$ cat config.mk
export PLATFORM = sky130hd
export DESIGN_NAME = control_decoder
export DESIGN_NICKNAME = d
export VERILOG_FILES = /design/src/cpu_pkg.sv /design/src/control_decoder.sv
export SDC_FILE = /design/constraint.sdc
export NUM_CORES = 1
export LEC_CHECK = 0
export BUFFER_PORTS_ARGS = -buffer_cell sky130_fd_sc_hd__buf_2
export CELL_PAD_IN_SITES_DETAIL_PLACEMENT = 0
export CELL_PAD_IN_SITES_GLOBAL_PLACEMENT = 1
export CORE_AREA = 2 2 39 41
export DETAILED_ROUTE_END_ITERATION = 10
export DIE_AREA = 0 0 41 43
export PLACE_DENSITY = 0.55
export SLEW_MARGIN = 5
export SYNTH_ARGS = -nofsm -noshare
export SYNTH_HDL_FRONTEND = slang
export SYNTH_SLANG_ARGS = --single-unit
$ cat constraint.sdc
create_clock -name vclk -period 0.8
set_input_delay 0.12 -clock vclk [all_inputs]
set_output_delay 0.12 -clock vclk [all_outputs]
set_load 0.005 [all_outputs]
$ cat src/cpu_pkg.sv
`default_nettype none

package cpu_pkg;

    localparam int DATA_W  = 8;                  // Datapath width
    localparam int INSTR_W = 9;                  // Instruction word width

    // Register-format operations, bits [7:5] of the word
    typedef enum logic [2:0] {
        ADD    = 3'd0,
        SUB    = 3'd1,
        AND_OP = 3'd2,
        XOR_OP = 3'd3,
        LD     = 3'd4,                           // rb <= mem[ra]
        ST     = 3'd5,                           // mem[ra] <= rb
        BEQZ   = 3'd6,                           // Branch when r1 is zero
        HALT   = 3'd7
    } opcode_e;

    typedef struct packed {
        logic       fmt;                         // 0 for register format
        opcode_e    opcode;
        logic [1:0] ra;                          // Also high half of branch offset
        logic [1:0] rb;                          // Also low half of branch offset
        logic       spare;                       // Must be zero
    } rtype_t;

    typedef struct packed {
        logic              fmt;                  // 1 for load-immediate
        logic [DATA_W-1:0] imm;                  // Goes to r1
    } itype_t;

    // Same 9-bit word, two views selected by bit 8
    typedef union packed {
        rtype_t r;
        itype_t i;
    } instr_u;

    typedef struct packed {
        logic    reg_write;                      // Register write at end of cycle
        logic    dest_is_rb;                     // Destination rb instead of r1
        logic    use_imm;                        // Immediate in place of operands
        logic    mem_read;                       // Write-back from data memory
        logic    mem_write;
        logic    branch;
        logic    halt;
        opcode_e alu_op;
    } ctrl_t;

    localparam logic [1:0] R1_ADDR = 2'd1;       // Fixed ALU and immediate target

    // Register format with spare set, decoded as no operation at all
    localparam instr_u NOP_WORD = 9'b0_000_00_00_1;

endpackage

`default_nettype wire

$ cat src/control_decoder.sv
`timescale 1ns/1ns
`default_nettype none

module control_decoder import cpu_pkg::*; (
    input  instr_u instr,
    output ctrl_t  ctrl
);

    always_comb begin
        ctrl        = '0;                        // No writes, no branch
        ctrl.alu_op = ADD;
        if (instr.i.fmt) begin                   // Load-immediate view
            ctrl.reg_write = 1'b1;               // Into r1
            ctrl.use_imm   = 1'b1;               // 0 + imm through the ALU
        end else if (!instr.r.spare) begin       // Spare set means no-op
            case (instr.r.opcode)
                ADD, SUB, AND_OP, XOR_OP: begin
                    ctrl.reg_write = 1'b1;       // Result to r1
                    ctrl.alu_op    = instr.r.opcode;
                end
                LD: begin
                    ctrl.reg_write  = 1'b1;
                    ctrl.dest_is_rb = 1'b1;
                    ctrl.mem_read   = 1'b1;      // rb <= mem[ra]
                end
                ST: begin
                    ctrl.mem_write = 1'b1;       // mem[ra] <= rb
                end
                BEQZ: begin
                    ctrl.branch = 1'b1;          // ALU passes r1 for zero test
                end
                HALT: begin
                    ctrl.halt = 1'b1;
                end
                default: begin
                    ctrl = '0;
                end
            endcase
        end
    end

endmodule

`default_nettype wire

* Word level (Yosys, flattened, before mapping)
Cells that the tools add are included.
Word-level totals: bits of input ports 9, logic and storage cells 21, output and inout port bits 10, flip-flop bits (word level) 0
Cells by class: multiplexer cells 11, eq/ne operators 7, reduce and logical (&&, ||, !) cells 3
Operator list (count):
- $eq 3x3->1 const B | 4
- $mux 10 | 1
- $mux 1 | 8
- $mux 7 | 1
- $eq 3x2->1 const B | 2
- $reduce_or 5->1 | 1
- $reduce_or 4->1 | 1
- $eq 3x1->1 const B | 1
- $logic_not 3->1 | 1
- $mux 3 | 1

* Logic depth before layout (Yosys ltp)
depth in word-level cells 5, depth in mapped cells 3, gate-level depth less buffers 2

* Worst setup path before layout
No wires, ideal clock.
path type input-to-output, start point input instr[5] (netlist name), end point output ctrl[8] (netlist name), data arrival time 809 ps, path slack -129 ps, buffers on the path 1, stages on the path 3, required time 680 ps, cell sequence or3b_1 -> nor3_2 -> buf_4
RTL lines:
- start, declared | line control_decoder.sv:5 | input instr_u instr,
- end, declared | line control_decoder.sv:6 | output ctrl_t ctrl

==> reports/results.txt <==
Critical Path AT = 880 ps
Fill count = 162
Pins Over Slew Limit = 0
Lkg Pwr = 0.157 nW
Logic pwr share = 100.0%
DP Area = 213 um^2
Max VDD drop = 0.0983 mV
Mapped Nets = 25
Flip-flop and latch count = 0
Fmax achieved = 1000 MHz
Tcrit/Tclk final = 125%
Total of warnings raised by yosys = 0
Die Y-Extent = 43 um
Worst setup margin = -197 ps
WHS = 501 ps
Fraction of layout cells with a size suffix above 1 = 80.0%
# clk buffers = 0
Post-synthesis cell area = 100 um^2
I/O pins = 19
P&R area growth vs syn = 209%
Num rows = 14
CP Class = primary input to output pin
Area occupied by multi-input gates = 121 um^2
DR iter-0 viols = 0
Crit end category = output pin
Psw = 52.8 uW
Critical path origin = instr[5]
ANT nets after route = 0
Sequential power share = 0%
WL final = 453 um
CP max FO = 2
Seq. cell area = 0 um^2
DIE AREA = 0.00176 mm^2
Crit path max-delay family = simple AND/OR/NAND/NOR gates
Final setup viols = 8
Slowest CP cell = or3b_4
GRT Total Usage = 5.29%
Drt wl/cell = 8.88 um
Port bufs = 14
CP max stage delay = 410 ps
Int Power = 78.9 uW
Worst path depth = 4
Maxcap violations = 0
Worst min path class = primary input to output pin
First-pass GRT wire length = 690 um
Status = finished, violations left
Largest net degree at the start of global routing = 6
Synth unique cells = 10
Final Critical Period = 997 ps
Core area = 0.00138 mm^2
Routability cong. = 0.598
Gate Count Post-Synth = 16
Worst setup path end = ctrl[6]
Finished Cell Area = 309 um^2
Final Hold Vio Count = 0
Sw Share = 40.1%
Crit path buffers/inverters = 2
Fin nets = 46
Die Wd = 41 um
Syn_area_per_cell = 6.26 um^2
Residual DRC count = 0
Req. time, crit path = 680 ps
Failing checks = negative setup slack
Diode count = 0
Startpoint Class = primary input
Final total power = 132 uW
Setup TNS = -944 ps
Vias = 178
Critical path, cell by cell = buf_6 -> or3b_4 -> nor3_4 -> buf_2
Final Util = 22.3%
Drt pass-1 iters = 1
Vias in the first global route = 167
Initial core utilization = 7.23%
Gr ovfl total = 0
RSZ-0062 raised after global routing = true
Vias per Instance = 3.49
Clock power share = 0%
Initial antenna violation count = 0
Sequential-to-total area share from yosys stat = 0%
Power Density = 426 mW/mm^2
cell families (layout without fill, tap and decap cells):
family / count (synthesis) / in the layout / share of synthesized area [%]
other: 1 / 1 / 3.75
and+or+nand+nor: 12 / 12 / 73.8
buffers and inverters: 3 / 22 / 22.5
final cells by class:
type               instances  area share, %
well taps                 16           6.48
multi-input cells         13           39.3
repair buffers            22           54.3
routing by layer:
layer  wire (um)  vias to the layer above  global-route usage [%]
met5           0                        -                       0
met4           0                        0                       0
met3          26                        0                       0
met2         282                        6                    10.9
met1         144                       81                    5.70
li1            -                       91                       -
stage by stage:
stage               instances  setup WS [ps]
floorplan                  16           -129
global placement           49           -203
detailed placement         49           -230
CTS                        50           -197
global route               51           -232
finish                     51           -197
cell usage after synthesis, drive strengths merged:
library cell / instances / area, um^2
nor4b: 1 / 8.76
or3: 1 / 6.26
nand2b: 1 / 6.26
nor3: 4 / 25.0
conb: 1 / 3.75
or3b: 1 / 8.76
nor2: 3 / 11.3
buf: 3 / 22.5
nand3b: 1 / 7.51
timing repair:
item,4_1_cts,5_1_grt
pin swaps,3,3
setup endpoints to repair,8,8
resized for setup,9,7
setup buffers,1,2
hold buffers,0,0
power groups by stage:
stage,Combinational [mW],Sequential (mW),Clock (mW)
after floorplan,0.0280,0,0
after global placement,0.0802,0,0
after detailed placement,0.0808,0,0
after CTS,0.112,0,0
after global routing,0.142,0,0
final,0.132,0,0
cell usage in the layout (no fill, tap or decap):
cell type,Yosys,layout
buf_2,0,11
buf_4,3,4
buf_6,0,6
buf_8,0,1
conb_1,1,1
nand2b_4,0,1
nand3b_1,1,1
nor2_1,3,2
nor2_4,0,1
nor3_1,3,2
nor3_2,1,1
nor3_4,0,1
nor4b_4,0,1
or3_1,1,1
or3b_4,0,1
how the worst min path moves through the flow:
stage	end	startpoint	depth (start not counted)	slack [ps]
after floorplan	ctrl[6]	instr[8]	1	270
after global placement	ctrl[7]	instr[8]	2	470
after detailed placement	ctrl[7]	instr[8]	2	470
after CTS	ctrl[7]	instr[8]	2	500
after global routing	ctrl[7]	instr[8]	2	520
final	ctrl[7]	instr[8]	2	500
Note: power is estimated with default switching activity, not from simulation.
