**config.mk**
```make
export PLATFORM = sky130hd
export DESIGN_NAME = program_counter
export DESIGN_NICKNAME = d
export VERILOG_FILES = /design/src/program_counter.sv
export SDC_FILE = /design/constraint.sdc
export NUM_CORES = 1
export LEC_CHECK = 0
export BUFFER_PORTS_ARGS = -buffer_cell sky130_fd_sc_hd__buf_2
export CAP_MARGIN = 20
export CORE_ASPECT_RATIO = 1.1
export CORE_MARGIN = 10
export CORE_UTILIZATION = 50
export DETAILED_ROUTE_END_ITERATION = 10
export PLACE_DENSITY = 0.71
export SYNTH_ARGS = -nofsm -noshare
export SYNTH_HDL_FRONTEND = slang
export SYNTH_SLANG_ARGS = --single-unit
```
**constraint.sdc**
```tcl
create_clock -name clk -period 2.66 [get_ports clk]
set_clock_uncertainty 0.2 [all_clocks]
set_input_delay 0.266 -clock clk [delete_from_list [all_inputs] [get_ports clk]]
set_output_delay 0.266 -clock clk [all_outputs]
set_load 0.02 [all_outputs]
```
**src/program_counter.sv**
```systemverilog
`timescale 1ns/1ns
`default_nettype none

module program_counter #(
    parameter int PC_W = 8                       // At least 4 for the offset
) (
    input  logic            clk,
    input  logic            reset,
    input  logic            running,
    input  logic            branch,              // BEQZ in this cycle
    input  logic            zero,                // r1 tested as zero
    input  logic [3:0]      offset,              // Signed, {ra, rb}
    output logic [PC_W-1:0] pc
);

    logic [PC_W-1:0] offset_ext;                 // Sign-extended offset
    logic [PC_W-1:0] pc_seq;                     // Next sequential address

    assign offset_ext = {{(PC_W - 4){offset[3]}}, offset};
    assign pc_seq     = pc + PC_W'(1);

    always_ff @(posedge clk or posedge reset) begin
        if (reset) begin
            pc <= '0;
        end else if (running) begin              // Holds while idle
            if (branch && zero)
                pc <= pc_seq + offset_ext;       // Taken branch
            else
                pc <= pc_seq;
        end
    end

endmodule

`default_nettype wire

```
## Word level (Yosys, flattened, before mapping)

Index checks and enable logic that the tools add are counted.
Widths: inputs -> output; s select.

- Add/subtract/negate cells: 2
- Reduce and logical (&&, ||, !) cells: 1
- Multiplexer cells: 1

Operator list:

| operator | number |
|---|---|
| $add 8x1->8 const B | 1 |
| $add 8x8->8 | 1 |
| $mux 8 | 1 |
| $logic_and 1x1->1 | 1 |

- Word-level logic and storage cells: 5
- Register bits after elaboration: 8

## Depth between registers and ports, before layout

- Depth after elaboration: 3
- Mapped depth: 10

## Worst setup path after synthesis

OpenSTA, ideal clock, no wires.

- Path type: register to register
- Start point: register pc[1]
- End point: register pc[7]
- Arrival: 2167 ps
- Library setup time: 143 ps
- Setup slack: 150 ps
- Cell stages (with the launch flop): 10
- Path buffers: 0
- Cell sequence: dfrtp_1 > ha_1 > nand3_1 > xnor2_1 > ha_1 > o211ai_1 > o21ai_1 > mux2i_1 > o2bb2ai_1 > o2111ai_1

- Longest elaborated chain between the ends: 3

RTL lines:

| element | line | source |
|---|---|---|
| start, declared | 13 | `output logic [PC_W-1:0] pc` |
| start signal, assigned | 27 | `pc <= pc_seq + offset_ext;` |
| start signal, assigned | 29 | `pc <= pc_seq;` |
| $add 8x1->8 * | 20 | `assign pc_seq = pc + PC_W'(1);` |
| $add 8x8->8 | 27 |  |
| $mux 8 * | 26 | `if (branch && zero)` |

Mark *: on every way between the ends. The rest lies on a longest branch, timed or not.
A chain may end at the register's enable or synchronous reset.

## Final worst setup path

Ends and elaborated chain as after synthesis.

==> results.md <==
- Status: completed
- Crit share post-route: just over 90%
- Number of synthesized flops with an enable pin: 0
- # nets final: 146
- GR met2 Demand/Resource: ~17%
- Max-slew violation count: 0
- Sequential-to-total area share from yosys stat: 22.89%
- Vias in the first global route: roughly 770
- Cell Area, Synth: a little under 900 um2
- RSZ-0062 raised after global routing: no
- Power per cell area: around 1200 nW/um2
- Min-delay src: running
- Antenna diodes: 0
- Critical path class: register to register
- DRT Wirelength: around 2100 um
- Worst hold margin: roughly 0.21 ns
- Critical path launch point: pc[1]
- Synth Register Bits: 8
- Leak pwr: 0.0004591 uW
- Reg with most FFs: pc
- Max clock buf depth: 2
- Setup TNS: 0 ns
- Synth cell types: 37
- Die W: roughly 60 um
- Slew HR: roughly 73%
- CP startpoint kind: register
- Gr busiest metal: met2
- Vias post-DR: between 800 and 900
- Post-CTS setup buffer count: 0
- Worst skew pair latency: 0.26 ns
- Reg2Reg Launch Point: pc[1]
- Yosys top cell by area: dfrtp_1
- Die area: 3824 um2
- Core area: between 1500 and 2000 um2
- Antenna viol nets, final: 0
- Main area contributors after synthesis: dfrtp_1, ha_1, a21oi_1, nand2_1, xnor2_1
- Share of cells above drive strength 1: a little over a fifth
- Syn nets: about 130
- DP Wirelength: between 1500 and 2000 um
- GR Layer Usage met1: between 10% and 20%
- Die Span Y: 63.87 um
- Achievable frequency: just over 400 MHz
- Yosys warning count: 0
- First-pass GRT wire length: ~3500 um
- Initial DRC Count: 13
- Num rows: 15
- Setup violations, final: 0
- Top Registers: pc: 8 flops
- Gp weighted congestion: around 0.81
- CTS sink cnt: 8
- IO Pins: 17
- Root buffer cell: clkbuf_4
- Max FO, Critical Path: 5
- H-tree depth: 1
- Area delta synth->final: 14.45%
- CTS clk-pin slew, worst paths: approximately 0.060 ns
- Final hold vios: 0
- Largest net degree at the start of global routing: 19
- PortBufs: 16
- Initial antenna violation count: 0
- Met3 Track Usage GR: 1.186%
- Measured slew at the worst slew-check pin: about 0.41 ns
- DRT Pass-1 Iters: 4
- Async SR Flop Fraction: 100.0%
- Yosys top cell area share: a little under a quarter
- Wire per inst: 14.71 um
- Max-cap violations: 0
- CP endpoint kind: register
- CTS tree: yes
- Syn avg cell area: approximately 8 um2
- Max rail drop VDD: 601.6 uV
- Fin crit period: ~2.5 ns
- CP Data Required Time: 2.59 ns
- Syn Inst Count: around 110
- TritonCTS buffer count: 3
- Worst min path class: primary input to register
- Gr usage total: about 11%
- Total congestion overflow: 0
- Dominant register cell in the synthesized netlist: dfrtp_1
- Fin util: 62.02%
- Number of flip-flops in the largest register: 8
- Initial Util: 54.19%
- Arr. time, crit path: between 2 and 2.5 ns
- DRC: 0
- Vias/cell: between 5 and 6
-- path summary, 6_finish.rpt --
kind / to / slack (ns) / cells past startpoint
setup / recovery: pc[7] / 0.18 / 9
hold / removal: pc[5] / 0.21 / 2
setup reg to reg: pc[7] / 0.18 / 9
hold reg to reg: pc[7] / 0.38 / 2
max in group asynchronous: pc[0] / 1.69 / 3
min in group asynchronous: pc[4] / 0.30 / 3
-- synthesized netlist by cell type, types with 2 or more instances --
cell,n
o21ai_1,2
nand2_1,12
and3_1,2
o211ai_1,2
xnor2_1,5
and2_1,2
nor2_1,9
ha_1,9
o21ai_0,4
a21oi_1,9
a31oi_1,5
nor3_1,2
dfrtp_1,8
nand3_1,5
a21o_1,2
xor2_1,4
inv_1,4
clkbuf_1,3
-- area by class of cell --
cell class	count	area, um2
Sequential cell	8	201.4
Fill cell	152	613.1
Timing Repair Buffer	18	97.59
Inverter	4	15.01
Tap cell	17	21.27
Clock buffer	3	22.52
Multi-Input combinational cell	92	643.1
-- repair_timing --
action	4_1_cts	5_1_grt
hold buffers	1	0
resized for setup	0	3
hold endpoints to repair	8	0
endpoints found under the setup margin	0	1
-- power by group --
| part | internal, uW | leakage (uW) | switching [uW] | total [uW] |
|---|---|---|---|---|
| combinational | 373 | 0.000359 | 483 | 856 |
| clock | 51.8 | 0.0000138 | 43.2 | 95.0 |
| sequential | 174 | 0.0000864 | 69.4 | 243 |
| total | 598 | 0.000459 | 596 | 1190 |
-- worst max-delay path: stages (launching register included) --
cell and delay, ns:
dfrtp_1 0.40, ha_2 0.23, nand3_1 0.12, xnor2_1 0.18
ha_1 0.37, o211ai_1 0.13, o21ai_2 0.20, mux2i_1 0.26
o2bb2ai_1 0.13, o2111ai_1 0.12
-- stage by stage --
| stage | setup slack, ns | power [uW] | std cells | cell area [um2] |
|---|---|---|---|---|
| 2_1_floorplan | 0.1504 | 881.0 | 108 | 874.6 |
| 3_3_place_gp | 0.1897 | 1062 | 138 | 960.9 |
| 3_5_place_dp | 0.1038 | 1083 | 138 | 960.9 |
| 4_1_cts | 0.09894 | 1186 | 142 | 993.5 |
| 5_1_grt | 0.008781 | 1312 | 142 | 1001 |
| 6_report | 0.1840 | 1194 | 142 | 1001 |
-- placed cells by master, fill, tap and decap left out, drive strengths merged --
| cell | netlist | final |
|---|---|---|
| nand4 | 1 | 1 |
| o311a | 1 | 1 |
| o21ai | 6 | 6 |
| nand3 | 5 | 5 |
| nand2 | 12 | 12 |
| buf | 1 | 17 |
| o21a | 1 | 1 |
| or3b | 1 | 1 |
| nor3b | 1 | 1 |
| dlygate4sd3 | 0 | 1 |
| o2111ai | 1 | 1 |
| a21o | 2 | 2 |
| xnor2 | 5 | 5 |
| nor2b | 1 | 1 |
| and3 | 3 | 3 |
| clkbuf | 3 | 3 |
| and2 | 3 | 3 |
| nand2b | 1 | 1 |
| nand4bb | 1 | 1 |
| a31oi | 5 | 5 |
| o2bb2ai | 1 | 1 |
| mux2i | 1 | 1 |
| dfrtp | 8 | 8 |
| ha | 9 | 9 |
| o22ai | 1 | 1 |
| o211ai | 2 | 2 |
| inv | 4 | 4 |
| fa | 1 | 1 |
| xor2 | 4 | 4 |
| nor3 | 2 | 2 |
| a211oi | 2 | 2 |
| a21oi | 10 | 10 |
| nor2 | 9 | 9 |
-- per-layer routing --
metal | share of wire, % | wire, um | vias up
li1 | - | - | 426
met1 | 49 | 1027 | 386
met2 | 44 | 922 | 14
met3 | 3.4 | 71 | 5
met4 | 3.3 | 68 | 0
met5 | 0 | 0 | -
-- cell families (layout without fill, tap and decap cells) --
logic type	count (synthesis)	after routing	synth area share [%]
and+or+nand+nor	40	40	23.89
xor gates and xnor gates	9	9	9.012
AOI/OAI and AO/OA	32	32	23.61
DFF	8	8	22.89
adders and majority gates	10	10	15.16
muxes	1	1	1.145
buffers and inverters	8	25	4.291
Power figures use the tool's default switching activity.
