### src/cpu_pkg.sv
`default_nettype none

package cpu_pkg;

    localparam int DATA_W  = 8;                  // Datapath width
    localparam int INSTR_W = 9;                  // Instruction word width

    // Register-format operations, bits [7:5] of the word
    typedef enum logic [2:0] {
        ADD    = 3'd0,
        SUB    = 3'd1,
        AND_OP = 3'd2,
        XOR_OP = 3'd3,
        LD     = 3'd4,                           // rb <= mem[ra]
        ST     = 3'd5,                           // mem[ra] <= rb
        BEQZ   = 3'd6,                           // Branch when r1 is zero
        HALT   = 3'd7
    } opcode_e;

    typedef struct packed {
        logic       fmt;                         // 0 for register format
        opcode_e    opcode;
        logic [1:0] ra;                          // Also high half of branch offset
        logic [1:0] rb;                          // Also low half of branch offset
        logic       spare;                       // Must be zero
    } rtype_t;

    typedef struct packed {
        logic              fmt;                  // 1 for load-immediate
        logic [DATA_W-1:0] imm;                  // Goes to r1
    } itype_t;

    // Same 9-bit word, two views selected by bit 8
    typedef union packed {
        rtype_t r;
        itype_t i;
    } instr_u;

    typedef struct packed {
        logic    reg_write;                      // Register write at end of cycle
        logic    dest_is_rb;                     // Destination rb instead of r1
        logic    use_imm;                        // Immediate in place of operands
        logic    mem_read;                       // Write-back from data memory
        logic    mem_write;
        logic    branch;
        logic    halt;
        opcode_e alu_op;
    } ctrl_t;

    localparam logic [1:0] R1_ADDR = 2'd1;       // Fixed ALU and immediate target

    // Register format with spare set, decoded as no operation at all
    localparam instr_u NOP_WORD = 9'b0_000_00_00_1;

endpackage

`default_nettype wire

### src/register_file.sv
`timescale 1ns/1ns
`default_nettype none

module register_file import cpu_pkg::*; (
    input  logic              clk,
    input  logic              reset,
    input  logic [1:0]        ra,                // Read port a
    input  logic [1:0]        rb,                // Read port b
    input  logic              we,
    input  logic [1:0]        waddr,
    input  logic [DATA_W-1:0] wdata,
    output logic [DATA_W-1:0] data_a,
    output logic [DATA_W-1:0] data_b,
    output logic [DATA_W-1:0] data_r1            // Branch test operand
);

    logic [DATA_W-1:0] regs [4];                 // r0 to r3

    always_ff @(posedge clk or posedge reset) begin
        if (reset) begin
            for (int i = 0; i < 4; i++)
                regs[i] <= '0;
        end else if (we) begin
            regs[waddr] <= wdata;                // Takes effect at cycle end
        end
    end

    // Combinational reads
    assign data_a  = regs[ra];
    assign data_b  = regs[rb];
    assign data_r1 = regs[R1_ADDR];

endmodule

`default_nettype wire

### config.mk
export PLATFORM = sky130hd
export DESIGN_NAME = register_file
export DESIGN_NICKNAME = d
export VERILOG_FILES = /design/src/cpu_pkg.sv /design/src/register_file.sv
export SDC_FILE = /design/constraint.sdc
export NUM_CORES = 1
export LEC_CHECK = 0
export BUFFER_PORTS_ARGS = -buffer_cell sky130_fd_sc_hd__buf_2
export CORE_ASPECT_RATIO = 1.25
export CORE_MARGIN = 2
export CORE_UTILIZATION = 44
export DETAILED_ROUTE_END_ITERATION = 12
export PLACE_DENSITY = 0.72
export RECOVER_POWER = 25
export SLEW_MARGIN = 25
export SYNTH_ARGS = -nofsm -noshare
export SYNTH_HDL_FRONTEND = slang
export SYNTH_SLANG_ARGS = --single-unit
### constraint.sdc
create_clock -name clk -period 1.1 [get_ports clk]
set_clock_uncertainty 0.1 [all_clocks]
set_input_delay 0.055 -clock clk [delete_from_list [all_inputs] [get_ports clk]]
set_output_delay 0.055 -clock clk [all_outputs]
set_load 0.05 [all_outputs]
## Yosys cells after proc, flatten, opt, wreduce, memory -nomap -nowiden

Index checks and enable logic that the tools add are counted.

| word-level totals | value |
|---|---|
| register bits | 32 |
| output and inout bits | 24 |
| word-level logic and storage cells | 21 |
| input bits | 17 |

| operators by class | value |
|---|---|
| reduce and logical (&&, ||, !) cells | 1 |
| mux-type cells | 9 |
| magnitude comparators | 4 |
| bitwise gates (word level) | 3 |

Operator list:

| cell | number |
|---|---|
| $mux 8 | 5 |
| $bmux 8 s2 | 2 |
| $bwmux 32 | 1 |
| $demux 8 s2 | 1 |
| $ge 3x3->1 const B | 3 |
| $not 2->3 | 3 |
| $lt 3x1->1 const B | 1 |
| $logic_and 1x1->1 | 1 |

## Logic depth before layout (Yosys ltp)

| depth | value |
|---|---|
| depth in word-level cells | 6 |
| depth in mapped cells | 2 |
| gate-level depth less buffers | 2 |

## Worst setup path after synthesis

OpenSTA, ideal clock, no wires.

| timing path | value |
|---|---|
| path kind | register to output |
| start | register regs[0] (netlist bit) |
| end | output port data_a[0] |
| slack | -0.037 ns |
| arrival | 0.982 ns |
| buffers on the path | 0 |
| required time | 0.945 ns |
| stages on the path, launching flop included | 2 |
| cells stage by stage | dfrtp_1 mux4_2 |

| on the way | value |
|---|---|
| longest elaborated chain between the ends | 3 |

RTL lines:

| element | line | text |
|---|---|---|
| start: declaration | register_file.sv:17 | `logic [DATA_W-1:0] regs [4];` |
| start signal: indexed assignment | register_file.sv:24 | `regs[waddr] <= wdata;` |
| $bmux 8 s2 | register_file.sv:29 | `assign data_a = regs[ra];` |
| $mux 8 (not written as such) (2 in a row) | register_file.sv:29 |  |
| end: declaration | register_file.sv:12 | `output logic [DATA_W-1:0] data_a,` |

No other way between the ends. The select of a mux whose other input is x is not followed.

## Final worst setup path

| timing path | value |
|---|---|
| start | register regs[4] (netlist bit) |
| end | output port data_a[4] |

Same word-level chain as after synthesis.

==> results.toml <==
[run_status]
outcome = "finished with violations"
violations = "design-rule violations, negative setup slack"

[setup_path]
path_class = "register to output pin"
path_cells = "mux4_2 -> buf_6"
end_kind = "output pin"
worstReg2RegStart = "regs[15]"
reg2reg_to = "regs[15]"
r2r_slack_ps = 80
critical_path_buf_inv_count = 1
max_stage_delay_ps = 490
crit_path_start_kind = "register"
slowest_stage = "mux4_2"
critical_path_arrival_ps = 1340
critPathMaxFanout = 3
r2r_cells = 2
cp_top_family = "multiplexers"
cp_data_required_time_ps = 940

[floorplan]
dieWidth_um = 58.8
die_h_um = 72.6
die-area_mm2 = 0.00427
start_util = 0.467
coreArea_mm2 = 0.00354
ioPinCount = 41
rows = 24

[run]
maxCapViolations = 0

[sta]
fmax_ghz = 0.671
slew_viol_final = 0
fin_ws_ps = -390
tightest_slew_ps = 427
period_minus_slack_ps = 1490
finalSetupViolations = 18
hold_viol_final = 0
rsz0062_at_grt = "yes"
relSlewSlack = 0.715
fin_crit_sh = 1.35
finalSetupTns_ps = -6020

[place]
place_congestion = 0.756
pre_cts_ws_ps = -140
post-dp-hpwl_um = 2430
portBuffers = 40
place_inst = 173

[global_route]
grt_pass1_vias = 1275
global_route.usage.met2 = 0.316
busiest_layer = "met2"
grt_overflow = 0
use_met3 = 0.0499
gr-usage-all-layers = 0.191
grt_max_degree = 33
antenna_found_initial = 0
grt_use_met1 = 0.226
grt_pass1_wl_um = 5950

[clock_tree]
cts_tree = "yes"
clk_pin_slew_ps = 60
clkSinkCount = 32
root_buffer = "clkbuf_8"
cts_buffers = 5
ctsHtreeMaxLevel = 2
clk_latency_ps = 270
clock_path_buffers = 2

[synth]
syn-num-nets = 114
syn_avg_cell_area_um2 = 17.1
synth_cell_types = 10
netlist_area_mm2 = 0.00165
seq_area_frac_synth = 0.484
synth_seq_cells = 32
synth_cells = 97
ys_warn_count = 0

[drt]
wire_per_inst_um = 17.8
drtAntennaViolNets = 0
drtIter0Drc = 30
via_count = 1093
drt-total-wl_um = 3410
firstDrtPassIters = 8
drc_errors = 3
routed_via_density = 5.69

[power_and_ir_drop]
p_leak_nw = 1.00
ir_worst_vdd_mv = 1.31
power_w = 0.00431
power_density_mw_per_mm2 = 1890

[layout]
fin_util = 0.644
layout.nets = 170
layout_common_cells = "mux2_2, dfrtp_1, buf_6"
antenna_cells = 0
area_growth_pct = 38.0
drive_above_1_share = 0.719
final_cells = 192
nFillCells = 260

[min_path]
hold_depth = 4
worstHoldPathType = "input port to register"
holdCritStartpoint = "waddr[0]"
min_to = "data_r1[4]"
registers in the layout (all words and copies together) (netlist names):
register,cells
data_r1,8
regs,24
worst max path at each step:
stage	start	cells after the start	to
after floorplan	regs[0]	1	data_a[0]
after global placement	data_r1[5]	2	data_a[5]
after detailed placement	regs[4]	2	data_a[4]
after CTS	regs[4]	2	data_a[4]
after global routing	regs[9]	2	data_a[1]
final	regs[4]	2	data_a[4]
cells by family after synthesis:
logic type             count (synthesis)  synth area share
buffers and inverters                 13            0.0492
flip-flops                            32             0.484
multiplexers                          48             0.436
AND/OR/NAND/NOR                        4            0.0310
layer usage:
metal | routed length (um) | share of wire
met1 | 1340 | 0.39
met2 | 1820 | 0.53
met3 | 174 | 0.051
met4 | 80 | 0.023
met5 | 0 | 0
cells in the mapped netlist (all sizes together):
library cell  instances  share of area
dfrtp                32           0.48
buf                  12          0.047
mux2                 32           0.22
nand3                 1         0.0061
nand3b                2          0.014
inv                   1         0.0023
nor3b                 1          0.011
mux4                 16           0.22
timing repair:
| item | 4_1_cts | 5_1_grt |
|---|---|---|
| resized for setup | 43 | 7 |
| setup endpoints to repair | 19 | 23 |
| hold buffers | 9 | 0 |
| endpoints found under the hold margin | 64 | 0 |
| cloned | 0 | 0 |
| setup buffers | 2 | 3 |
tightest hold or removal path: cells and delay by family:
family                 cells  cell delay, ps
multiplexers               1             150
AND/OR/NAND/NOR            1             100
buffers and inverters      2             280
cell type report:
cell class / instances / area (um2) / share of cell area
sequential: 32 / 801 / 0.351
multi-input combinational: 52 / 772 / 0.338
timing repair buffer: 61 / 581 / 0.254
clock buffer: 6 / 72.6 / 0.0318
tap: 39 / 48.8 / 0.0214
clock inverter: 1 / 5.00 / 0.00219
inverter: 1 / 3.75 / 0.00164
metrics by stage:
stage                     area, um2  hold WS, ps
after detailed placement       1940         67.9
final                          2280          238
after CTS                      2250          229
after global routing           2280          239
after global placement         1940         58.2
after floorplan                1650         71.2
power by group:
group / internal (W) / switching (W)
clock network: 0.000429 / 0.000377
logic: 0.000877 / 0.00106
registers: 0.00140 / 0.000161
total: 0.00271 / 0.00160
Note: power is estimated with default switching activity, not from simulation.
