==> src/run_control.sv <==
`timescale 1ns/1ns
`default_nettype none

module run_control #(
    parameter int CYCLE_LIMIT = 4096             // Run cycles before overrun
) (
    input  logic clk,
    input  logic reset,
    input  logic start,
    input  logic halt,                           // Current instruction is HALT
    output logic running,
    output logic ack,                            // Sticky until reset
    output logic overrun                         // Sticky, only with ack
);

    localparam int CNT_W = $clog2(CYCLE_LIMIT + 1);

    logic             seen_start;                // start has been high
    logic             released;                  // start fell after seen high
    logic [CNT_W-1:0] cycle_cnt;                 // Cycles spent running
    logic             limit_hit;                 // Last allowed run cycle

    assign running   = released & ~ack;          // Drops at the finishing edge
    assign limit_hit = (cycle_cnt == CNT_W'(CYCLE_LIMIT - 1));

    always_ff @(posedge clk or posedge reset) begin
        if (reset) begin
            seen_start <= 1'b0;
            released   <= 1'b0;
        end else if (!released && !ack) begin   // Start ignored once finished
            if (start)
                seen_start <= 1'b1;
            else if (seen_start)
                released <= 1'b1;                // Release edge starts the run
        end
    end

    always_ff @(posedge clk or posedge reset) begin
        if (reset) begin
            cycle_cnt <= '0;
            ack       <= 1'b0;
            overrun   <= 1'b0;
        end else if (running) begin
            cycle_cnt <= cycle_cnt + 1'b1;
            if (halt) begin
                ack <= 1'b1;                     // HALT wins over the limit
            end else if (limit_hit) begin
                ack     <= 1'b1;
                overrun <= 1'b1;
            end
        end
    end

endmodule

`default_nettype wire
==> config.mk <==
export PLATFORM = sky130hd
export DESIGN_NAME = run_control
export DESIGN_NICKNAME = d
export VERILOG_FILES = /design/src/run_control.sv
export SDC_FILE = /design/constraint.sdc
export NUM_CORES = 1
export LEC_CHECK = 0
export BUFFER_PORTS_ARGS = -buffer_cell sky130_fd_sc_hd__buf_2
export CORE_MARGIN = 3
export CORE_UTILIZATION = 49
export DETAILED_ROUTE_END_ITERATION = 6
export GPL_TIMING_DRIVEN = 0
export PLACE_DENSITY = 0.69
export SETUP_SLACK_MARGIN = 0.4
export SYNTH_ARGS = -nofsm -noshare
export SYNTH_HDL_FRONTEND = slang
export SYNTH_SLANG_ARGS = --single-unit
==> constraint.sdc <==
create_clock -name clk -period 1.3 [get_ports clk]
set_clock_uncertainty 0.1 [all_clocks]
set_input_delay 0.065 -clock clk [delete_from_list [all_inputs] [get_ports clk]]
set_output_delay 0.065 -clock clk [all_outputs]
set_load 0.01 [all_outputs]
**Word-level counts from Yosys, hierarchy flattened**

Cells that the tools add are included.

- $add $sub $neg: 1
- Multiply operators: 0
- Divide/modulo/power cells: 0
- Order comparisons: 0
- Equality and inequality tests: 1
- Shift-type cells: 0
- Muxes and demuxes: 2
- Bitwise logic cells: 4
- Reductions and logical operators: 8

Operators with widths:

| operator | number |
|---|---|
| adder 13 x 1 -> 13 bit (second input constant) | 1 |
| == test 13 x 12 -> 1 bit (second input constant) | 1 |
| AND reduction 3 bit | 2 |
| AND reduction 2 bit | 2 |
| NOT 1 bit | 3 |
| zero test 1 bit | 2 |
| 2-to-1 mux 1 bit | 2 |
| nonzero test 2 bit | 1 |
| AND 1 bit | 1 |
| logical AND 1 bit | 1 |

- Register bits: 17
- Bits in latches: 0
- Bits in writable memories: 0
- ROM bits: 0
- Input bits: 4
- Output and inout port bits: 3
- Logic and storage cells: 21
- Memories: 0

**Longest topological paths before layout**

- Word-level depth: 3
- Mapped depth: 4

**Worst setup path before layout**

OpenSTA, ideal clock, no wires.

- Kind: flip-flop to flip-flop
- Start: register cycle_cnt[0]
- End: register cycle_cnt[10]
- Setup time: 0.123 ns
- Data arrival time: 1.060 ns
- Required time: 1.077 ns
- Path slack: 0.018 ns
- Stages on the path, launching flop included: 5
- Clock period less this slack: 1.282 ns
- Cell sequence: dfrtp_1 -> ha_1 -> and4b_2 -> nand4_1 -> xnor2_1

- Cells in the longest elaborated chain, start to end: 1

RTL lines:

| item | line | text |
|---|---|---|
| from (decl) | 20 | `logic [CNT_W-1:0] cycle_cnt;` |
| from (signal assigned) | 44 | `cycle_cnt <= cycle_cnt + 1'b1;` |
| adder 13 x 1 -> 13 bit | 44 |  |

Every way passes these cells.
A chain may end at the register's enable or synchronous reset.

**Worst setup path after layout**

- Start: register cycle_cnt[0]
- End: register cycle_cnt[12]

The elaborated chain is that of the path after synthesis.

==> results.yml <==
global_routing:
  grt_pass1_wl_um: 2530
  grt_start_max_net_pins: 18
  grt_pass1_vias: 558
  antenna_found_initial: 0
  track_usage_pct: 17.3
  grt_remaining_overflow: 0
placement:
  post-dp-hpwl_um: 920
  placed_cell_area_um2: 863
  placed_cells: 89
  io_buffers: 6
  gp_congestion: 0.732
run:
  drv_cap: 0
critical_path:
  critical_path_peak_fanout: 5
  crit_type: "reg2reg"
  crit_start: "cycle_cnt[0]"
  start_kind: "flip-flop"
  r2r_slack_ns: -0.07
  critPathArrivalTime_ns: 1.45
  cp.required_ns: 1.38
  slowest_stage: "dfrtp_1"
  cp-end-kind: "flip-flop"
  r2r_start: "cycle_cnt[0]"
  critPathMaxStageDelay_ns: 0.38
  crit_chain: "ha_2 -> and4b_2 -> nand4_1 -> xnor2_1"
logic_synthesis:
  synthCells: 68
  yosysWarnings: 0
  avgSynthCellArea_um2: 11.4
  yosysUniqueCellTypes: 20
  synth_seq_cells: 17
  yosysSeqAreaShare_pct: 54.9
  synth_area_um2: 774
  syn_nets: 73
die:
  rows: 13
  die-area_um2: 2090
  die_w_um: 45.8
  initial_core_util_pct: 56.0
  die_y_um: 45.8
  coreArea_um2: 1380
  num_io_pins: 7
hold_path:
  holdCritPathClass: "in2async"
sta:
  postLayoutSetupSlackWorst_ns: -0.0744
  timing.fmax_ghz: 0.728
  maxSlewViolCount: 0
  hold_viol: 17
  finalCriticalPeriod_ns: 1.37
  holdWs_ns: -0.258
  maxSlewHeadroom_pct: 57.5
  worst_pin_slew_ns: 0.637
  setup_viol: 4
  fin_crit_sh_pct: 106
  rsz0062_at_grt: "true"
clocking:
  clock_latency_ns: 0.29
  cts_tree: "done"
  holdBufCountCts: 2
  cts-root-buf: "clkbuf_4"
  cts_inserted_buffers: 3
  cts.sinks: 17
  cts_max_level: 1
  clockBufferDepth: 2
  path_clk_slew_ns: 0.09
drt:
  ant_nets: 0
  wl_met2_um: 705
  vias_per_cell: 5.52
  dr.pass1.iters: 4
  wl_met1_um: 744
  drtIter0Drc: 17
  num_vias: 607
  dr_wl_met3_um: 60
  wl_per_cell_um: 14.0
  wirelength_um: 1540
  top_layer_used: "met4"
  drc: 0
final_layout:
  diodes: 0
  fin_cells: 110
  drive_gt1_share_pct: 48.4
  final_core_util_pct: 80.6
  areaGrowthSynthToFinish_pct: 43.9
  nets: 101
  final_area_um2: 1110
power_and_ir_drop:
  leakagePower_nw: 0.563
  ir_drop_mv: 0.506
  p_per_area_nw_per_um2: 742
outcome:
  run_status: "finished, violations left"
  violations: "hold timing, setup timing"
==> metal layers <==
| layer | track usage, % | up-vias |
|---|---|---|
| li1 | - | 295 |
| met1 | 23.7 | 283 |
| met2 | 26.7 | 22 |
| met3 | 3.56 | 7 |
| met4 | 6.82 | 0 |
| met5 | 0 | - |
==> layout make-up <==
cell class	count	area (µm²)
plain buffers	1	13.8
repair buffers	23	201
clock buffers	4	26.3
inverters	2	10.0
well taps	15	18.8
flip-flops and latches	17	430
fillers	76	268
multi-input cells	48	414
==> registers in the layout, summed over array words and instances (netlist names) <==
signal,count
ack,1
cycle_cnt,13
overrun,1
released,1
seen_start,1
==> report_power, final <==
part	switching [W]	total [W]	internal, W
Clock	0.000158	0.000278	0.000119
Combinational	0.0000134	0.0000210	0.00000758
Sequential	0	0.000528	0.000528
Total	0.000172	0.000827	0.000655
==> cells in the final DEF, fill, tap and decap left out, types with 2 or more instances in the layout <==
| cell type | count |
|---|---|
| xor2_1 | 2 |
| nand4_1 | 7 |
| dfrtp_1 | 13 |
| and4_1 | 2 |
| dlygate4sd3_1 | 2 |
| nor4_4 | 2 |
| xnor2_1 | 9 |
| buf_4 | 8 |
| and4b_2 | 3 |
| dfrtp_2 | 4 |
| nand3_2 | 3 |
| nand2_1 | 7 |
| buf_6 | 9 |
| clkbuf_4 | 3 |
| buf_2 | 4 |
| nand2_2 | 2 |
==> synthesized netlist by cell type <==
| cell | instances | share of area, % |
|---|---|---|
| nand4_1 | 7 | 5.7 |
| or2_2 | 1 | 0.81 |
| nand3b_1 | 1 | 0.97 |
| nor3b_1 | 1 | 0.97 |
| nor2_1 | 2 | 0.97 |
| a21o_1 | 1 | 0.97 |
| and4b_2 | 3 | 4.4 |
| nand2b_4 | 1 | 1.8 |
| xor2_1 | 2 | 2.3 |
| nor4_1 | 2 | 1.6 |
| o21bai_1 | 1 | 0.97 |
| ha_1 | 1 | 1.6 |
| dfrtp_1 | 17 | 55 |
| xnor2_1 | 10 | 11 |
| nand3_1 | 3 | 1.9 |
| clkbuf_1 | 1 | 0.48 |
| inv_1 | 2 | 0.97 |
| nand2_1 | 9 | 4.4 |
| and4_1 | 2 | 2.3 |
| and2_1 | 1 | 0.81 |
==> worst paths after layout <==
path                            cells past startpoint       endpoint
worst max-delay path                                4  cycle_cnt[12]
worst min-delay path                                2   cycle_cnt[8]
worst max register to register                      4  cycle_cnt[12]
worst min register to register                      1     seen_start
max in group asynchronous                           2   cycle_cnt[2]
min in group clk                                    3       released
==> cells by family (layout without fill, tap and decap cells) <==
logic type	count (synthesis)	count (layout)	share of synthesized area (%)
DFF	17	17	54.9
and+or+nand+nor	33	33	26.5
xor gates and xnor gates	12	12	13.6
AOI/OAI and AO/OA	2	2	1.94
buffers and inverters	3	30	1.45
adders and majority gates	1	1	1.62
==> critical path, delay by kind of cell, from the launching register on <==
family	cells	cell delay, ns
flip-flops	1	0.38
AND/OR/NAND/NOR	2	0.43
adder cells (fa/ha/maj)	1	0.20
XOR/XNOR	1	0.16
==> through the flow <==
step           setup TNS (ns)  hold WS, ns  power (W)  setup slack, ns
2_1_floorplan               0       -0.109   0.000547           0.0240
3_3_place_gp           -0.459       0.0742   0.000555           -0.105
3_5_place_dp           -0.542       0.0735   0.000555           -0.106
4_1_cts                -0.146       -0.248   0.000832          -0.0440
5_1_grt                -0.572       -0.224   0.000855           -0.130
6_report               -0.210       -0.258   0.000827          -0.0744
==> timing repair <==
| item | 4_1_cts | 5_1_grt |
|---|---|---|
| pin swaps | 17 | 14 |
| endpoints found under the setup margin | 20 | 20 |
| resized for setup | 19 | 5 |
| endpoints found under the hold margin | 20 | 17 |
| gates cloned | 0 | 0 |
| setup buffers | 9 | 6 |
(Power assumes the default switching activity.)
