[src/cpu_pkg.sv]
`default_nettype none

package cpu_pkg;

    localparam int DATA_W  = 8;                  // Datapath width
    localparam int INSTR_W = 9;                  // Instruction word width

    // Register-format operations, bits [7:5] of the word
    typedef enum logic [2:0] {
        ADD    = 3'd0,
        SUB    = 3'd1,
        AND_OP = 3'd2,
        XOR_OP = 3'd3,
        LD     = 3'd4,                           // rb <= mem[ra]
        ST     = 3'd5,                           // mem[ra] <= rb
        BEQZ   = 3'd6,                           // Branch when r1 is zero
        HALT   = 3'd7
    } opcode_e;

    typedef struct packed {
        logic       fmt;                         // 0 for register format
        opcode_e    opcode;
        logic [1:0] ra;                          // Also high half of branch offset
        logic [1:0] rb;                          // Also low half of branch offset
        logic       spare;                       // Must be zero
    } rtype_t;

    typedef struct packed {
        logic              fmt;                  // 1 for load-immediate
        logic [DATA_W-1:0] imm;                  // Goes to r1
    } itype_t;

    // Same 9-bit word, two views selected by bit 8
    typedef union packed {
        rtype_t r;
        itype_t i;
    } instr_u;

    typedef struct packed {
        logic    reg_write;                      // Register write at end of cycle
        logic    dest_is_rb;                     // Destination rb instead of r1
        logic    use_imm;                        // Immediate in place of operands
        logic    mem_read;                       // Write-back from data memory
        logic    mem_write;
        logic    branch;
        logic    halt;
        opcode_e alu_op;
    } ctrl_t;

    localparam logic [1:0] R1_ADDR = 2'd1;       // Fixed ALU and immediate target

    // Register format with spare set, decoded as no operation at all
    localparam instr_u NOP_WORD = 9'b0_000_00_00_1;

endpackage

`default_nettype wire

[src/instruction_memory.sv]
`timescale 1ns/1ns
`default_nettype none

module instruction_memory import cpu_pkg::*; #(
    parameter int PC_W = 8                       // Depth is 2**PC_W words
) (
    input  logic            clk,
    input  logic [PC_W-1:0] pc,
    input  logic            running,
    input  logic            prog_we,             // Load port strobe
    input  logic [PC_W-1:0] prog_addr,
    input  instr_u          prog_data,
    output instr_u          instr
);

    localparam int DEPTH = 2 ** PC_W;

    instr_u mem [DEPTH];                         // Program store

    // Load port only accepted while idle
    always_ff @(posedge clk) begin
        if (prog_we && !running)
            mem[prog_addr] <= prog_data;
    end

    // NOP keeps the datapath quiet outside a run
    assign instr = running ? mem[pc] : NOP_WORD;

endmodule

`default_nettype wire

[config.mk]
export PLATFORM = sky130hd
export DESIGN_NAME = instruction_memory
export DESIGN_NICKNAME = d
export VERILOG_FILES = /design/src/cpu_pkg.sv /design/src/instruction_memory.sv
export SDC_FILE = /design/constraint.sdc
export NUM_CORES = 2
export LEC_CHECK = 0
export BUFFER_PORTS_ARGS = -buffer_cell sky130_fd_sc_hd__buf_2
export CAP_MARGIN = 5
export CORE_MARGIN = 1
export CORE_UTILIZATION = 42
export CTS_BUF_LIST = sky130_fd_sc_hd__clkbuf_16
export DETAILED_ROUTE_END_ITERATION = 7
export GPL_TIMING_DRIVEN = 0
export PLACE_DENSITY = 0.66
export SLEW_MARGIN = 20
export SYNTH_ARGS = -nofsm -noshare
export SYNTH_HDL_FRONTEND = slang
export SYNTH_SLANG_ARGS = --single-unit
[constraint.sdc]
create_clock -name clk -period 3.1 [get_ports clk]
set_input_delay 0.465 -clock clk [delete_from_list [all_inputs] [get_ports clk]]
set_output_delay 0.465 -clock clk [all_outputs]
set_load 0.03 [all_outputs]
# After elaboration in Yosys (flattened, before gate mapping)
# Memory sizes are Yosys's and may differ from the RTL's.
# Index checks and enable logic that the tools add are counted.
op_classes:
  muxes: 3
  n_reduce_logical: 2
ops:
  columns: ["op", "n"]
  rows:
  - ["$mux 9", 1]
  - ["$mux 1", 2]
  - ["$logic_and 1x1->1", 1]
  - ["$logic_not 1->1", 1]
word_totals:
  wordCells: 6
  mem_count: 1
  ff_bits: 0
  mem_bits_rw: 2304
  output_inout_bits: 9
mem_list:
  columns: ["memory", "words", "width", "rd", "rd_ports_with_merged_regs", "write_ports", "line_no", "source"]
  rows:
  - ["mem", 256, 9, 1, 0, 1, "instruction_memory.sv:18", "instr_u mem [DEPTH];"]

# Depth between registers and ports, before layout
logic_depth:
  word_depth: 4
  ltp_mapped: 14

# Worst setup path before layout
# No wires, ideal clock.
synth_path:
  kind: "input-to-output"
  from: "input pc[0]"
  to: "output instr[4] (netlist bit)"
  required_time_ps: 2635
  stages: 12
  setup_slack_ps: -451
  t_arrival_ps: 3086
  path_cell_list: "buf_6 > buf_12 > buf_12 > buf_12 > buf_8 > mux2i_1 > o221ai_1 > a21o_1 > o21ai_0 > a311oi_1 > a211oi_1 > o41ai_1"
synth_rtl:
  columns: ["item", "line_no", "source"]
  rows:
  - ["start, declared", "instruction_memory.sv:8", "input logic [PC_W-1:0] pc,"]
  - ["end, declared", "instruction_memory.sv:13", "output instr_u instr"]

==> results.cfg <==
[worst_setup_path]
cpPeakStageDelay_ns = 0.70
cp.required_ns = 2.63
worstPathCellList = buf_2, clkbuf_1, clkbuf_2, nand2_1, a311oi_2, a211oi_4, a22o_4, buf_2
cp-end-kind = primary output
worst_path_max_delay_cell = nand2_1
cp_max_fo = 10
start_kind = input pin
criticalPathCategory = input pin to primary output
worst_ep_arrival_time_ns = 3.74
crit_path_frequent_cell = buf_2

[final_layout]
fillers = 16400
final_core_util = 0.513
biggestRegsByFlops = mem: 2304 flops
fin_cells = 7877
area_growth_pct = 21.1
largest_reg_flops = 2304
drive_above_1_share = 0.324
nNetsFinal = 4868
top_register = mem

[sta]
tns_ns = -14.14
slew_viol_final = 0
fin_ws_ns = -1.10
period_needed_ns = 4.20
max_freq_mhz = 238
slew_headroom = 0.153
finalSetupViolations = 121
fin_crit_sh = 1.36
worstMarginPinSlew_ns = 1.27
rsz0062_at_grt = true
report.final.hold_viol_count = 0

[logic_synthesis]
synth-seq-cells = 2304
netlist_area_sq_mm = 0.0900
yosys.cell_types.count = 68
synthCells = 4306
avgSynthCellArea_sq_um = 20.9
yosysWarningCount = 0
async_reset_ff_frac = 0
syn-num-nets = 4334
synth_edf_count = 2304
ys.flop_type = edfxtp_1
ys_seq_area_frac = 0.769

[hold_path]
hold-path-endpoint = mem[150][7]
holdPathStages = 1
hp-class = input pin to register
hp-start = prog_data[7]

[drt]
drtPass1Iterations = 6
drt_iter0_drc = 10700
viasPerCell = 6.83
drc = 0
ant_nets = 0
avgRoutedWirePerCell_um = 47.7
wl_mm = 376
num_vias = 53800

[placement]
dp_hpwl_mm = 241
numPlacedInstances = 7218
io_buffers = 29
place_congestion = 1.07

[global_route]
grt_pass1_wl_mm = 478
grt_pass1_vias = 49100
gr-total-overflow = 0
grt_max_degree = 133
antenna_found_initial = 40
grt_util_all_layers = 0.343

[clock_network]
htreeDepth = 4
cts_inserted_buffers = 227
path_clk_slew_ns = 0.06
cts_tree = done
root_buffer = clkbuf_16
clock-sinks = 2304
clockBufferDepth = 3

[floorplanning]
rows = 169
fp.dieW_um = 465
dieArea_sq_mm = 0.216
dieHeight_um = 465
coreArea_sq_mm = 0.213
ioPinCount = 37
start_util = 0.424

[run]
drv_cap = 0

[outcome]
status = finished with violations
violations = setup timing

[power]
p_per_area_mw_per_mm2 = 620
p_total_uw = 67600
peakVddDrop_v = 0.000538
p_leak_uw = 0.0351
final cells by class:
| cell class | count | area [sq um] | area share |
|---|---|---|---|
| antenna | 25 | 62.6 | 0.000574 |
| buffer | 268 | 4070 | 0.0373 |
| clock buffer | 232 | 5810 | 0.0532 |
| clock inverter | 188 | 1470 | 0.0135 |
| inverter | 6 | 23.8 | 0.000218 |
| multi-input combinational | 1728 | 20600 | 0.189 |
| sequential | 2304 | 69200 | 0.634 |
| tap | 2821 | 3530 | 0.0324 |
| timing repair buffer | 305 | 4300 | 0.0394 |
cells in the mapped netlist, drive strengths merged, types with 3 or more instances:
library cell,instances,area share
o22ai,102,0.0071
a32oi,4,0.00039
inv,5,0.00021
o311ai,7,0.00068
nand3,46,0.0026
a211o,10,0.00097
buf,149,0.014
mux2,3,0.00038
and3,3,0.00021
o211ai,7,0.00058
nand4,10,0.00070
nor2,307,0.013
a22o,3,0.00029
a21o,7,0.00058
a31oi,19,0.0013
and2,12,0.00083
o221ai,101,0.0099
nand2b,5,0.00035
nor3,25,0.0014
o31ai,7,0.00064
edfxtp,2304,0.77
a22oi,16,0.0013
mux4,474,0.12
a21oi,68,0.0038
o21ai,29,0.0016
nand2,78,0.0033
mux2i,316,0.035
a211oi,17,0.0014
nor2b,14,0.00097
nor4,5,0.00035
clkbuf,119,0.0050
o22a,5,0.00049
or2,3,0.00021
routing by layer:
layer	part of all wire	GRT usage	up-vias
li1	-	-	19200
met1	0.34	0.434	28100
met2	0.42	0.479	5248
met3	0.16	0.143	1238
met4	0.083	0.232	26
met5	0.0020	0.0147	-
cell usage in the layout (no fill, tap or decap), types with 52 or more instances in the layout:
master,count
a21oi_1,59
inv_1,55
buf_4,146
o22ai_1,81
buf_12,96
nor2_1,162
nor2_2,137
o221ai_1,74
edfxtp_1,2304
mux2i_1,302
clkinv_1,52
buf_16,124
mux4_2,465
nand2_1,69
clkbuf_16,240
worst max-delay path by stage:
stage	startpoint	to	slack (ns)	depth (start not counted)
after floorplan	pc[0]	instr[4]	-0.07	12
after global placement	pc[2]	instr[3]	-4.12	11
after detailed placement	pc[1]	instr[1]	-3.40	13
after CTS	mem[118][8]	instr[8]	-0.97	8
after global routing	mem[123][8]	instr[8]	-0.98	8
final	pc[5]	instr[5]	-1.10	8
report_power, final:
group          switching [uW]  internal [uW]
Clock                   12300          15000
Sequential               8.37          34300
Combinational            3950           1990
cells by family (layout without fill, tap and decap cells):
group           Yosys count  after routing  share of synthesized area
compound gates          423            423                     0.0333
simple gates            512            512                     0.0240
buf+inv                 274            999                     0.0197
other cells               0             25                          0
flops                  2304           2304                      0.769
mux                     793            793                      0.154
what timing repair did:
| action | 4_1_cts | 5_1_grt |
|---|---|---|
| endpoints found under the hold margin | 80 | 0 |
| gates cloned | 4 | 1 |
| hold buffers | 5 | 0 |
| pin swaps | 56 | 32 |
| endpoints found under the setup margin | 198 | 192 |
| buffers inserted | 158 | 46 |
| gates resized for setup | 710 | 103 |
through the flow:
| stage | setup slack (ns) | area, sq um | hold WS, ns |
|---|---|---|---|
| after global routing | -0.982 | 109000 | 0.0139 |
| final | -1.10 | 109000 | 0.00380 |
| after global placement | -4.12 | 93700 | 1.45 |
| after CTS | -0.971 | 108000 | 0.00941 |
| after detailed placement | -3.40 | 95700 | 0.771 |
| after floorplan | -0.0698 | 90000 | 0.564 |
worst max-delay path, delay by kind of cell:
| family | cells | cell delay [ns] |
|---|---|---|
| buffers and inverters | 4 | 1.46 |
| and+or+nand+nor | 1 | 0.70 |
| AOI/OAI and AO/OA | 3 | 1.09 |
No activity file was read; power rests on OpenSTA's default activity.
